--- config.mk ---
export PLATFORM = sky130hd
export DESIGN_NAME = issue
export DESIGN_NICKNAME = d
export VERILOG_FILES = /design/src/isa_pkg.sv /design/src/issue_pkg.sv /design/src/issue.sv /design/src/issue_select.sv /design/src/fust_s.sv /design/src/regfile.sv
export VERILOG_INCLUDE_DIRS = /design/src /design/src/src
export SDC_FILE = /design/constraint.sdc
export NUM_CORES = 2
export LEC_CHECK = 0
export BUFFER_PORTS_ARGS = -buffer_cell sky130_fd_sc_hd__buf_2
export CORE_MARGIN = 2
export CORE_UTILIZATION = 65
export CTS_CLUSTER_SIZE = 16
export DETAILED_ROUTE_END_ITERATION = 16
export GPL_TIMING_DRIVEN = 0
export PLACE_DENSITY = 0.83
export SETUP_SLACK_MARGIN = 0.5
export SYNTH_ARGS = -nofsm -noshare
export SYNTH_HDL_FRONTEND = slang
export SYNTH_SLANG_ARGS = --single-unit
export TNS_END_PERCENT = 1
--- constraint.sdc ---
create_clock -name CLK -period 13 [get_ports CLK]
set_input_delay 0.65 -clock CLK [delete_from_list [all_inputs] [get_ports CLK]]
set_output_delay 0.65 -clock CLK [all_outputs]
set_load 0.05 [all_outputs]
--- src/issue_macros.svh ---
/* issue stage widths and counts */

`ifndef ISSUE_MACROS_SVH
`define ISSUE_MACROS_SVH

// data word width
`define WORD_W 32

// register index width
`define REG_W 5

// scalar units, one status row each
`define NUM_FU 3

// saturating age counter width
`define AGE_W 2

// producer tag width, zero means operand ready
`define TAG_W 2

`endif
--- src/isa_pkg.sv ---
/* architectural types */

`include "issue_macros.svh"

package isa_pkg;

    typedef logic [`WORD_W-1:0] word_t;
    typedef logic [`REG_W-1:0]  regbits_t;

    typedef enum logic [3:0] {
        ALU_ADD, ALU_SUB, ALU_AND, ALU_OR,
        ALU_XOR, ALU_SLL, ALU_SRL, ALU_SRA,
        ALU_SLT, ALU_SLTU
    } aluop_t;

    // scalar memory access kind
    typedef enum logic [1:0] {
        MEM_NONE,
        MEM_LOAD,
        MEM_STORE
    } scalar_mem_t;

    // branch condition, jumps share the encoding
    typedef enum logic [2:0] {
        BR_BEQ, BR_BNE, BR_BLT, BR_BGE,
        BR_BLTU, BR_BGEU, BR_JAL, BR_JALR
    } branch_t;

endpackage

--- src/issue_pkg.sv ---
/* scoreboard types */

`include "issue_macros.svh"

package issue_pkg;

    import isa_pkg::*;

    typedef logic [$clog2(`NUM_FU)-1:0] fu_idx_t;
    typedef logic [`TAG_W-1:0]          tag_t;
    typedef logic [`AGE_W-1:0]          age_t;

    // unit rows, tag of a unit is its index plus one
    localparam fu_idx_t FU_ALU  = 2'd0;
    localparam fu_idx_t FU_LDST = 2'd1;
    localparam tag_t    TAG_ALU = 2'd1;

    typedef enum logic [1:0] {
        FUST_EMPTY,
        FUST_WAIT,
        FUST_RDY,
        FUST_EX
    } fust_state_e;

    typedef struct packed {
        regbits_t    rd;
        regbits_t    rs1;
        regbits_t    rs2;
        word_t       imm;
        logic [3:0]  op_type;
        scalar_mem_t mem_type;
        logic        i_type;
        logic        lui;
        logic        spec;
        tag_t        t1;
        tag_t        t2;
    } fust_row_t;

    typedef struct packed {
        logic      en;
        fu_idx_t   fu;
        fust_row_t row;
        logic      freeze;
    } dispatch_t;

    typedef struct packed {
        logic     reg_en;
        regbits_t reg_sel;
        word_t    wdat;
        tag_t     tag;
    } wb_t;

    typedef struct packed {
        logic [`NUM_FU-1:0] fu_en;
        regbits_t           rd;
        word_t              rdat1;
        word_t              rdat2;
        word_t              imm;
        aluop_t             alu_op;
        scalar_mem_t        mem_type;
        branch_t            branch_type;
        logic               spec;
    } issue_t;

endpackage

--- src/issue.sv ---
/* scoreboard issue stage */

`timescale 1ns/1ps
`include "issue_macros.svh"

module issue
    import isa_pkg::*;
    import issue_pkg::*;
(
    input  logic                        CLK,
    input  logic                        nRST,
    input  dispatch_t                   dispatch,
    input  wb_t                         wb,
    input  logic [`NUM_FU-1:0]          fu_done,
    input  logic                        branch_miss,
    output issue_t                      out,
    output fust_state_e [`NUM_FU-1:0]   fust_state,
    output logic [`NUM_FU-1:0]          fust_busy
);

    fust_row_t [`NUM_FU-1:0] rows;
    logic [`NUM_FU-1:0]      issue_now;
    fust_row_t               sel_row;
    word_t                   rf_rdat1;
    word_t                   rf_rdat2;
    issue_t                  n_issue;

    regfile u_regfile (
        .CLK   (CLK),
        .nRST  (nRST),
        .wen   (wb.reg_en),
        .wsel  (wb.reg_sel),
        .wdata (wb.wdat),
        .rsel1 (sel_row.rs1),
        .rsel2 (sel_row.rs2),
        .rdat1 (rf_rdat1),
        .rdat2 (rf_rdat2)
    );

    fust_s u_fust_s (
        .CLK      (CLK),
        .nRST     (nRST),
        .dispatch (dispatch),
        .wb       (wb),
        .rows     (rows)
    );

    issue_select u_issue_select (
        .CLK         (CLK),
        .nRST        (nRST),
        .dispatch    (dispatch),
        .rows        (rows),
        .fu_done     (fu_done),
        .branch_miss (branch_miss),
        .fust_state  (fust_state),
        .fust_busy   (fust_busy),
        .issue_now   (issue_now)
    );

    // issue_now is one-hot, so at most one row is picked here
    always_comb begin
        sel_row = '0;
        for (int i = 0; i < `NUM_FU; i++) begin
            if (issue_now[i]) begin
                sel_row = rows[i];
            end
        end
    end

    always_comb begin
        n_issue       = out;
        n_issue.fu_en = out.fu_en & ~fu_done;
        if (|issue_now) begin
            n_issue.fu_en       = n_issue.fu_en | issue_now;
            n_issue.rd          = sel_row.rd;
            n_issue.rdat1       = sel_row.lui ? '0 : rf_rdat1;
            n_issue.rdat2       = sel_row.i_type ? sel_row.imm : rf_rdat2;
            n_issue.imm         = sel_row.imm;
            n_issue.alu_op      = aluop_t'(sel_row.op_type);
            n_issue.mem_type    = sel_row.mem_type;
            n_issue.branch_type = branch_t'(sel_row.op_type[2:0]);
            // speculation is tracked on ALU results only
            n_issue.spec        = issue_now[FU_ALU] && !branch_miss && sel_row.spec;
        end
    end

    always_ff @(posedge CLK, negedge nRST) begin
        if (!nRST) begin
            out <= '0;
        end else if (!dispatch.freeze) begin
            out <= n_issue;
        end
    end

endmodule

--- src/issue_select.sv ---
/* row state machines and oldest-ready select */

`timescale 1ns/1ps
`include "issue_macros.svh"

module issue_select
    import issue_pkg::*;
(
    input  logic                        CLK,
    input  logic                        nRST,
    input  dispatch_t                   dispatch,
    input  fust_row_t [`NUM_FU-1:0]     rows,
    input  logic [`NUM_FU-1:0]          fu_done,
    input  logic                        branch_miss,
    output fust_state_e [`NUM_FU-1:0]   fust_state,
    output logic [`NUM_FU-1:0]          fust_busy,
    output logic [`NUM_FU-1:0]          issue_now
);

    fust_state_e [`NUM_FU-1:0] state_n;
    age_t [`NUM_FU-1:0]        age;
    age_t [`NUM_FU-1:0]        age_n;
    logic [`NUM_FU-1:0]        disp_hit;
    logic [`NUM_FU-1:0]        flush;
    logic [`NUM_FU-1:0]        ready;
    logic [`NUM_FU-1:0]        done_ok;
    logic [`NUM_FU-1:0]        in_ex;
    logic                      war_hold;
    logic                      sel_found;
    age_t                      sel_age;
    fu_idx_t                   sel_idx;

    always_comb begin
        for (int i = 0; i < `NUM_FU; i++) begin
            disp_hit[i] = dispatch.en && (dispatch.fu == fu_idx_t'(i));
            flush[i]    = branch_miss && rows[i].spec;
            // a flushed row must not issue on its way out
            ready[i]    = (fust_state[i] == FUST_RDY) && !flush[i];
            in_ex[i]    = (fust_state[i] == FUST_EX);
        end
    end

    // ALU result stays put while an older load/store still needs its tag
    assign war_hold = (fust_state[FU_LDST] == FUST_WAIT)
                   && (age[FU_LDST] > age[FU_ALU])
                   && (rows[FU_LDST].t1 == TAG_ALU || rows[FU_LDST].t2 == TAG_ALU);

    always_comb begin
        done_ok = fu_done & in_ex;
        if (war_hold) begin
            done_ok[FU_ALU] = 1'b0;
        end
    end

    // strict compare keeps the lowest index on a tie
    always_comb begin
        sel_found = 1'b0;
        sel_age   = '0;
        sel_idx   = '0;
        issue_now = '0;
        for (int i = 0; i < `NUM_FU; i++) begin
            if (ready[i] && (!sel_found || age[i] > sel_age)) begin
                sel_found = 1'b1;
                sel_age   = age[i];
                sel_idx   = fu_idx_t'(i);
            end
        end
        if (sel_found) begin
            issue_now[sel_idx] = 1'b1;
        end
    end

    always_comb begin
        state_n = fust_state;
        for (int i = 0; i < `NUM_FU; i++) begin
            case (fust_state[i])
                FUST_EMPTY: if (disp_hit[i]) state_n[i] = FUST_WAIT;
                FUST_WAIT: begin
                    if (flush[i]) begin
                        state_n[i] = FUST_EMPTY;
                    end else if (rows[i].t1 == '0 && rows[i].t2 == '0) begin
                        state_n[i] = FUST_RDY;
                    end
                end
                FUST_RDY: begin
                    if (flush[i]) begin
                        state_n[i] = FUST_EMPTY;
                    end else if (issue_now[i]) begin
                        state_n[i] = FUST_EX;
                    end
                end
                FUST_EX: begin
                    if (done_ok[i]) begin
                        state_n[i] = disp_hit[i] ? FUST_WAIT : FUST_EMPTY;
                    end
                end
                default: state_n[i] = FUST_EMPTY;
            endcase
        end
    end

    // free now or freed by a done this cycle
    always_comb begin
        for (int i = 0; i < `NUM_FU; i++) begin
            fust_busy[i] = (fust_state[i] != FUST_EMPTY) && !done_ok[i];
        end
    end

    always_comb begin
        age_n = age;
        if (dispatch.en) begin
            for (int i = 0; i < `NUM_FU; i++) begin
                if (disp_hit[i]) begin
                    age_n[i] = '0;
                end else if (fust_state[i] != FUST_EMPTY && age[i] != '1) begin
                    age_n[i] = age[i] + 1'b1;
                end
            end
        end
    end

    always_ff @(posedge CLK, negedge nRST) begin
        if (!nRST) begin
            fust_state <= {`NUM_FU{FUST_EMPTY}};
            age        <= '0;
        end else begin
            fust_state <= state_n;
            age        <= age_n;
        end
    end

    a_issue_onehot: assert property (
        @(posedge CLK) disable iff (!nRST) $onehot0(issue_now)
    ) else $error("more than one row selected");

    a_single_ex_entry: assert property (
        @(posedge CLK) disable iff (!nRST) $onehot0(in_ex & ~$past(in_ex))
    ) else $error("two rows entered EX on one issue");

endmodule

--- src/fust_s.sv ---
/* scalar unit status table */

`timescale 1ns/1ps
`include "issue_macros.svh"

module fust_s
    import issue_pkg::*;
(
    input  logic                      CLK,
    input  logic                      nRST,
    input  dispatch_t                 dispatch,
    input  wb_t                       wb,
    output fust_row_t [`NUM_FU-1:0]   rows
);

    fust_row_t [`NUM_FU-1:0] rows_n;

    // drop any tag the writing unit resolves this cycle
    function automatic fust_row_t clear_tags(fust_row_t r, wb_t w);
        fust_row_t c;
        c = r;
        if (w.reg_en && w.tag != '0) begin
            if (c.t1 == w.tag) begin
                c.t1 = '0;
            end
            if (c.t2 == w.tag) begin
                c.t2 = '0;
            end
        end
        return c;
    endfunction

    always_comb begin
        for (int i = 0; i < `NUM_FU; i++) begin
            if (dispatch.en && dispatch.fu == fu_idx_t'(i)) begin
                // new row, a tag met by the same writeback is stored as zero
                rows_n[i] = clear_tags(dispatch.row, wb);
            end else begin
                rows_n[i] = clear_tags(rows[i], wb);
            end
        end
    end

    always_ff @(posedge CLK, negedge nRST) begin
        if (!nRST) begin
            rows <= '0;
        end else begin
            rows <= rows_n;
        end
    end

    a_fu_range: assert property (
        @(posedge CLK) disable iff (!nRST)
        dispatch.en |-> (dispatch.fu <= fu_idx_t'(`NUM_FU - 1))
    ) else $error("dispatch to unit %0d out of range", dispatch.fu);

endmodule

--- src/regfile.sv ---
/* scalar register file */

`timescale 1ns/1ps
`include "issue_macros.svh"

module regfile
    import isa_pkg::*;
(
    input  logic     CLK,
    input  logic     nRST,
    input  logic     wen,
    input  regbits_t wsel,
    input  word_t    wdata,
    input  regbits_t rsel1,
    input  regbits_t rsel2,
    output word_t    rdat1,
    output word_t    rdat2
);

    word_t regs [2**`REG_W];
    logic  wr_live;

    // register 0 never takes a write
    assign wr_live = wen && (wsel != '0);

    always_ff @(posedge CLK, negedge nRST) begin
        if (!nRST) begin
            regs <= '{default: '0};
        end else if (wr_live) begin
            regs[wsel] <= wdata;
        end
    end

    // same-cycle write is forwarded to the readers
    always_comb begin
        rdat1 = (wr_live && wsel == rsel1) ? wdata : regs[rsel1];
        rdat2 = (wr_live && wsel == rsel2) ? wdata : regs[rsel2];
    end

    a_r0_zero: assert property (
        @(posedge CLK) disable iff (!nRST)
        (wen && wsel == '0) |=> (regs[0] == '0)
    ) else $error("register 0 changed after a write");

endmodule

# == After elaboration in Yosys (flattened, before gate mapping) ==
# Cells that the tools add are included.
# totals
elab_cells,294
out_inout_bits,123
reg_bits,1330
in_bits,110
# classes
muxes,73
n_eq_ne,38
add_sub_neg,3
magnitude_cmp,9
bitwise,8
n_reduce_logical,83
# op_table
op,count
1024-bit bitwise mux,1
32-bit binary-select mux with 5-bit select,2
32-bit 2-to-1 mux,9
60-bit 2-to-1 mux,3
32-bit demux with 5-bit select,1
114-bit 2-to-1 mux,1
2-bit 2-to-1 mux,35
2-bit nonzero test,16
1-bit logical AND,30
4-bit 2-to-1 mux,7
2-bit case mux with 4 select lines,3
2-bit logical NOT,10
2-bit AND reduction,10
"6-bit greater-or-equal comparator, second input constant",3
5-bit NOT with 6-bit output,3
2-bit == test,8
"2-bit == test, second input constant",7
"2-bit by 1-bit == test with 1-bit output, second input constant",6
"2-bit by 1-bit != test with 1-bit output, second input constant",6
"3-bit by 2-bit != test with 1-bit output, second input constant",4
4-bit AND reduction,3
5-bit == test,2
1-bit logical NOT,9
1-bit 2-to-1 mux,9
16 further kinds,26

# == Longest topological paths before layout ==
# logic_depth
word_depth,27
mapped_depth,27

# == Cells and area by module ==
# Synthesis repeated with hierarchy kept, for this count alone.
# unflattened
cells_unflattened,4772
area_unflattened_um2,67679.9
# by_module_without_submodules
mod,seq_area_each_um2,instances,cells_each,area_each_um2
regfile,25624.6,1,3433,53740.3
fust_s,4504.3,1,547,7095.6
issue,2777.7,1,658,5838.1
issue_select,300.3,1,134,1006.0

# == Worst setup path after synthesis ==
# Ideal clock, no wire load.
# synth_path
path_type,reg2reg
start,register u_issue_select.fust_state[1] (netlist name)
end,register out[76] (netlist name)
n_path_buf,6
setup_time_ns,0.076
arrival_time_ns,5.715
period_less_slack_ns,5.791
stages_incl_launch_ff,25
path_slack_ns,7.209
t_required_ns,12.924
cell_sequence,dfrtp_1 > buf_4 > a21bo_4 > nor2_4 > buf_4 > nand2_1 > ha_1 > nor2b_1 > o21ai_0 > a21oi_2 > clkbuf_1 > clkbuf_1 > nor2_1 > a21oi_1 > ha_1 > nor2b_1 > o21a_1 > o21ai_2 > a31o_2 > buf_2 > buf_1 > mux2i_1 > o21ai_0 > or4_1 > o21ai_1
# synth_via
elab_chain_cells,25
# synth_lines
element,line,text
"start, declared",issue_select.sv:15,"output fust_state_e [`NUM_FU-1:0] fust_state,"
"start signal, assigned",issue_select.sv:124,fust_state <= {`NUM_FU{FUST_EMPTY}};
"start signal, assigned",issue_select.sv:127,fust_state <= state_n;
2-bit == test (*),issue_select.sv:38,ready[i] = (fust_state[i] == FUST_RDY) && !flush[i];
1-bit logical AND (*),issue_select.sv:38,
2-bit 2-to-1 mux or 1-bit 2-to-1 mux (tied branches),issue_select.sv:62,if (ready[i] && (!sel_found || age[i] > sel_age)) begin
2-bit > comparator or 1-bit logical NOT (tied branches),issue_select.sv:62,
1-bit logical OR,issue_select.sv:62,
1-bit logical AND,issue_select.sv:62,
2-bit 2-to-1 mux or 1-bit 2-to-1 mux (tied branches),issue_select.sv:62,
2-bit > comparator or 1-bit logical NOT (tied branches),issue_select.sv:62,
[6 not listed],-,
1-bit demux with 2-bit select,-,
3-bit 2-to-1 mux (*),issue_select.sv:68,if (sel_found) begin
60-bit 2-to-1 mux (3 in a row),issue.sv:64,if (issue_now[i]) begin
5-bit NOT with 6-bit output (implied by the code),regfile.sv:36,rdat1 = (wr_live && wsel == rsel1) ? wdata : regs[rsel1];
32-bit binary-select mux with 5-bit select,regfile.sv:36,
32-bit 2-to-1 mux (implied by the code) (2 in a row),regfile.sv:36,
32-bit 2-to-1 mux,regfile.sv:36,
32-bit 2-to-1 mux,issue.sv:76,n_issue.rdat1 = sel_row.lui ? '0 : rf_rdat1;
"end signal, assigned",issue.sv:91,out <= n_issue;
"end, declared",issue.sv:16,"output issue_t out,"
# Every way passes the cells marked *; elsewhere a longest branch is shown, timed or not. The select of a mux whose other input is x is not followed.
# A chain may end at the register's enable or synchronous reset.

# == Worst setup path after layout ==
# layout_path
start,register u_issue_select.fust_state[1] (netlist name)
end,register out[65] (netlist name)
# layout_via
elab_chain_cells,25
# layout_lines
element,line,text
2-bit == test (*),issue_select.sv:38,
1-bit logical AND (*),issue_select.sv:38,
2-bit 2-to-1 mux or 1-bit 2-to-1 mux (tied branches),issue_select.sv:62,
2-bit > comparator or 1-bit logical NOT (tied branches),issue_select.sv:62,
1-bit logical OR,issue_select.sv:62,
1-bit logical AND,issue_select.sv:62,
2-bit 2-to-1 mux or 1-bit 2-to-1 mux (tied branches),issue_select.sv:62,
2-bit > comparator or 1-bit logical NOT (tied branches),issue_select.sv:62,
[6 not listed],-,
1-bit demux with 2-bit select,-,
3-bit 2-to-1 mux (*),issue_select.sv:68,
60-bit 2-to-1 mux (3 in a row),issue.sv:64,
5-bit NOT with 6-bit output (implied by the code),regfile.sv:37,rdat2 = (wr_live && wsel == rsel2) ? wdata : regs[rsel2];
32-bit binary-select mux with 5-bit select,regfile.sv:37,
32-bit 2-to-1 mux (implied by the code) (2 in a row),regfile.sv:37,
32-bit 2-to-1 mux,regfile.sv:37,
32-bit 2-to-1 mux,issue.sv:77,n_issue.rdat2 = sel_row.i_type ? sel_row.imm : rf_rdat2;
# Marked as above.

==> metrics.md <==
| Metric | Value |
|---|---|
| I/O Pins | `233` |
| Syn nets | `around 6.7k` |
| Clock Tree Buf Depth | `3` |
| Worst-margin pin slew | `between 1.5 and 2 ns` |
| Tmin final | `between 9 and 10 ns` |
| WP data arrival | `between 9 and 10 ns` |
| Fillcell total | `7744` |
| Failing checks | `capacitance limit, slew limit` |
| Post-route ant nets | `0` |
| Worst path slowest cell | `clkbuf_1` |
| Post-synthesis compound-gate area fraction | `under 10%` |
| CTS H-Tree Depth | `4` |
| Cells after Synth | `approximately 6.6k` |
| Xor/xnor share of the synthesized area | `0.2387%` |
| Drc violations | `0` |
| Clock Sinks | `approximately 1.3k` |
| IO buf count | `between 200 and 250` |
| Layout Nets | `around 7.1k` |
| Chip width | `~330 um` |
| Largest net degree at the start of global routing | `approximately 180` |
| Area Growth Syn to Fin | `11.78%` |
| Max-cap check violation count | `15` |
| WL final | `about 300 mm` |
| Final clock skew | `0.02590 ns` |
| Hold Startpoint | `dispatch[49]` |
| Detail Placement HPWL | `200.6 mm` |
| Clock tree root driver cell | `clkbuf_16` |
| Post-Synth Adder-Cell Area | `0.1616%` |
| Drt wl/cell | `around 35 um` |
| First-pass GRT wire length | `between 400 and 500 mm` |
| Hold Path Sink | `u_fust_s.rows[48]$_DFFE_PN0P_` |
| Post-synthesis sequential area ratio | `around 48%` |
| Top cell family by delay on the critical path | `buffers and inverters` |
| Yosys cell types | `75` |
| Leak pwr | `between 30 and 40 nW` |
| WS Path Type | `reg -> reg` |
| EDFF count, synth | `0` |
| Peak VDD IR | `284.1 uV` |
| Setup bufs post-CTS | `0` |
| Starting Density | `between 60% and 70%` |
| Final slew viol count | `138` |
| Startpoint types | `register` |
| Die Area | `roughly 110000 um^2` |
| Drt initial violations | `approximately 11k` |
| Overflow after GRT | `0` |
| Finished Layout Cells | `~8.5k` |
| Initial antenna violation count | `40` |
| Row count | `120` |
| Drt first pass iters | `7` |
| Post-place setup slack | `4.140 ns` |
| Worst Hold Path Cells | `3` |
| Crit. End Element | `register` |
| Leading register cell type out of synthesis | `dfrtp_1` |
| RSZ-0062 raised after global routing | `false` |
| R2R Setup Slk | `roughly 3.7 ns` |
| Yosys warning count | `0` |
| FMAX | `around 110 MHz` |
| FF-to-FF Start | `u_issue_select.fust_state[1]$_DFFE_PN0P_` |
| Synth Register Bits | `1327` |
| PD cells | `between 200 and 300 nW/um^2` |
| Setup ws final | `between 3 and 4 ns` |
| Worst-path maximum fanout | `10` |
| Total negative slack | `0 ns` |
| Final setup viols | `0` |
| Vias in the first global route | `60.72k` |
| Synthesized area per cell | `between 10 and 15 um^2` |
| Largest family of logic cells by synthesized area | `multiplexers` |
| Rel. slew slack | `-11.82%` |
| Final core utilization | `72.99%` |
| Mux share of post-synthesis cell area | `a little over a quarter` |
| Final period utilization | `71.65%` |
| CP required | `about 14 ns` |
| Vias | `~62k` |
| Commonest cells after routing, fill and taps aside | `nand2_1 (1348), dfrtp_1 (1327), mux2_2 (993), mux2i_1 (724), clkbuf_1 (436)` |
| WP depth | `26` |
| Total GRT Usage | `a little over half` |
| Delay of the slowest critical-path stage | `1.09 ns` |
| Footprint of the multi-input gates | `between 30000 and 40000 um^2` |
| Most frequent CP cell | `clkbuf_1` |
| Final hold viol count | `0` |
| Dpl cells | `slightly above 8k` |
| Core area | `roughly 110000 um^2` |
| Commonest non-fill, non-tap cell in the layout | `nand2_1` |
| Post-CTS Resized | `0` |
| Via density | `roughly 7.3` |
| FF-to-FF End | `out[65]$_DFFE_PN0P_` |
| Die Y-Extent | `between 300 and 400 um` |
| Hold Crit Class | `in -> reg` |
| Run status | `finished, violations left` |
| Synthesized area | `around 70000 um^2` |
| Simple-gate portion of the synthesized area | `about an eighth` |
| Asr flop ratio synth | `100.0%` |
| Hold buffers post-CTS | `1` |
| Buffers & Inverters on Critical Path | `8` |
| TritonCTS clock tree | `built` |
| CTS clk-pin slew, worst paths | `roughly 0.06 ns` |
| Worst skew pair latency | `about 0.8 ns` |
| Worst Reg-to-Reg Cells | `26` |
| Fraction of layout cells with a size suffix above 1 | `between 20% and 30%` |
| Routability congestion estimate | `between 1 and 1.5` |
| FF/Latch Area | `between 30000 and 40000 um^2` |
| Num CTS Buffers | `around 140` |
-- worst max-delay path by stage --
| stage | startpoint | endpoint | slack, ns |
|---|---|---|---|
| floorplan | u_issue_select.fust_state[1]$_DFFE_PN0P_ | out[76]$_DFFE_PN0P_ | 7.21 |
| global placement | nRST | u_regfile.regs[399]$_DFFE_PN0P_ | -17.68 |
| detailed placement | branch_miss | out[71]$_DFFE_PN0P_ | 4.14 |
| CTS | u_issue_select.fust_state[1]$_DFFE_PN0P_ | out[65]$_DFFE_PN0P_ | 4.40 |
| global route | u_issue_select.fust_state[1]$_DFFE_PN0P_ | out[65]$_DFFE_PN0P_ | 3.62 |
| finish | u_issue_select.fust_state[1]$_DFFE_PN0P_ | out[65]$_DFFE_PN0P_ | 3.69 |
-- Yosys cell counts, drive strengths merged, types with 4 or more instances --
| library cell | number | area share (%) |
|---|---|---|
| a32o | 30 | 0.43 |
| nor2 | 232 | 1.3 |
| mux2i | 724 | 10 |
| mux2 | 993 | 16 |
| a32oi | 9 | 0.11 |
| and3 | 6 | 0.054 |
| buf | 215 | 1.9 |
| nor4 | 7 | 0.072 |
| nand3b | 5 | 0.054 |
| a211oi | 8 | 0.086 |
| a221oi | 172 | 2.2 |
| o2111ai | 5 | 0.090 |
| inv | 17 | 0.092 |
| nand2b | 6 | 0.065 |
| mux4 | 4 | 0.13 |
| or4 | 63 | 0.68 |
| a31o | 5 | 0.063 |
| a21oi | 86 | 0.62 |
| a22o | 129 | 1.6 |
| ha | 9 | 0.16 |
| dfrtp | 1327 | 48 |
| o211ai | 12 | 0.13 |
| a311oi | 32 | 0.40 |
| o22ai | 70 | 0.65 |
| xnor2 | 13 | 0.16 |
| nor3b | 4 | 0.043 |
| nand2 | 1348 | 7.3 |
| nor2b | 41 | 0.37 |
| o31ai | 14 | 0.15 |
| xor2 | 6 | 0.075 |
| a31oi | 7 | 0.11 |
| nand3 | 302 | 2.2 |
| a221o | 4 | 0.057 |
| a22oi | 34 | 0.37 |
| nor3 | 7 | 0.050 |
| o32ai | 32 | 0.40 |
| clkbuf | 411 | 2.2 |
| o21ai | 176 | 1.3 |
| or3 | 4 | 0.036 |
-- where the power goes --
group	internal [W]	total (W)	switching, W
Combinational	0.00333	0.0110	0.00771
Clock	0.00250	0.00432	0.00182
Sequential	0.00499	0.00573	0.000737
Total	0.0108	0.0211	0.0103
-- worst reg2reg max path: stages, from the launching register on --
cell	delay (ns)
dfrtp_1	0.35
buf_4	0.16
a21bo_4	0.27
nor2_4	0.16
buf_4	0.21
nand2_1	0.10
ha_1	0.29
nor2b_1	0.23
o21ai_0	0.27
a21oi_2	0.43
clkbuf_1	0.63
clkbuf_1	0.54
nor2_1	0.08
a21oi_1	0.17
ha_1	0.26
nor2b_1	0.15
o21a_1	0.24
o21ai_2	0.34
buf_6	0.21
o2111ai_1	0.18
o21ai_1	0.26
buf_2	0.54
clkbuf_1	0.98
clkbuf_1	1.09
a221oi_1	0.29
o22ai_1	0.57
o32ai_1	0.16
-- metrics by stage --
stage / hold WS, ns / instance area, um^2 / power [W]
finish: 0.08790 / 77920 / 0.02110
global route: 0.1070 / 77880 / 0.02121
CTS: 0.07980 / 77790 / 0.02020
detailed placement: 0.4607 / 72890 / 0.01592
global placement: 0.4560 / 72590 / 0.01568
floorplan: 0.3544 / 69700 / 0.01172
-- flip-flops by register name (all words and copies together), names as in the netlist --
name	cells
u_regfile.regs	1024
u_fust_s.rows	180
out	111
u_issue_select.age	6
u_issue_select.fust_state	6
-- layout make-up --
class                      count  share of cell area [%]
antenna                       39                  0.1253
buffer                       626                   3.669
clock buffer                 213                   5.476
clock inverter                50                  0.8029
inverter                      17                 0.08190
multi-input combinational   4626                   43.11
sequential                  1327                   42.62
tap                         1403                   2.253
timing repair buffer         239                   1.863
-- per-layer routing --
metal	GRT usage [%]	up-vias	part of all wire (%)
met5	4.125	-	0.33
li1	-	24310	-
met3	25.33	1764	16
met4	41.59	40	9.6
met2	72.49	5735	40
met1	64.62	30600	34
-- cell families after synthesis --
kind of cell | count (synthesis)
multiplexers | 1721
AO/OA/AOI/OAI | 838
AND/OR/NAND/NOR | 2039
XOR/XNOR | 19
flip-flops | 1327
buffers and inverters | 643
adder cells (fa/ha/maj) | 9
Power figures use the tool's default switching activity.
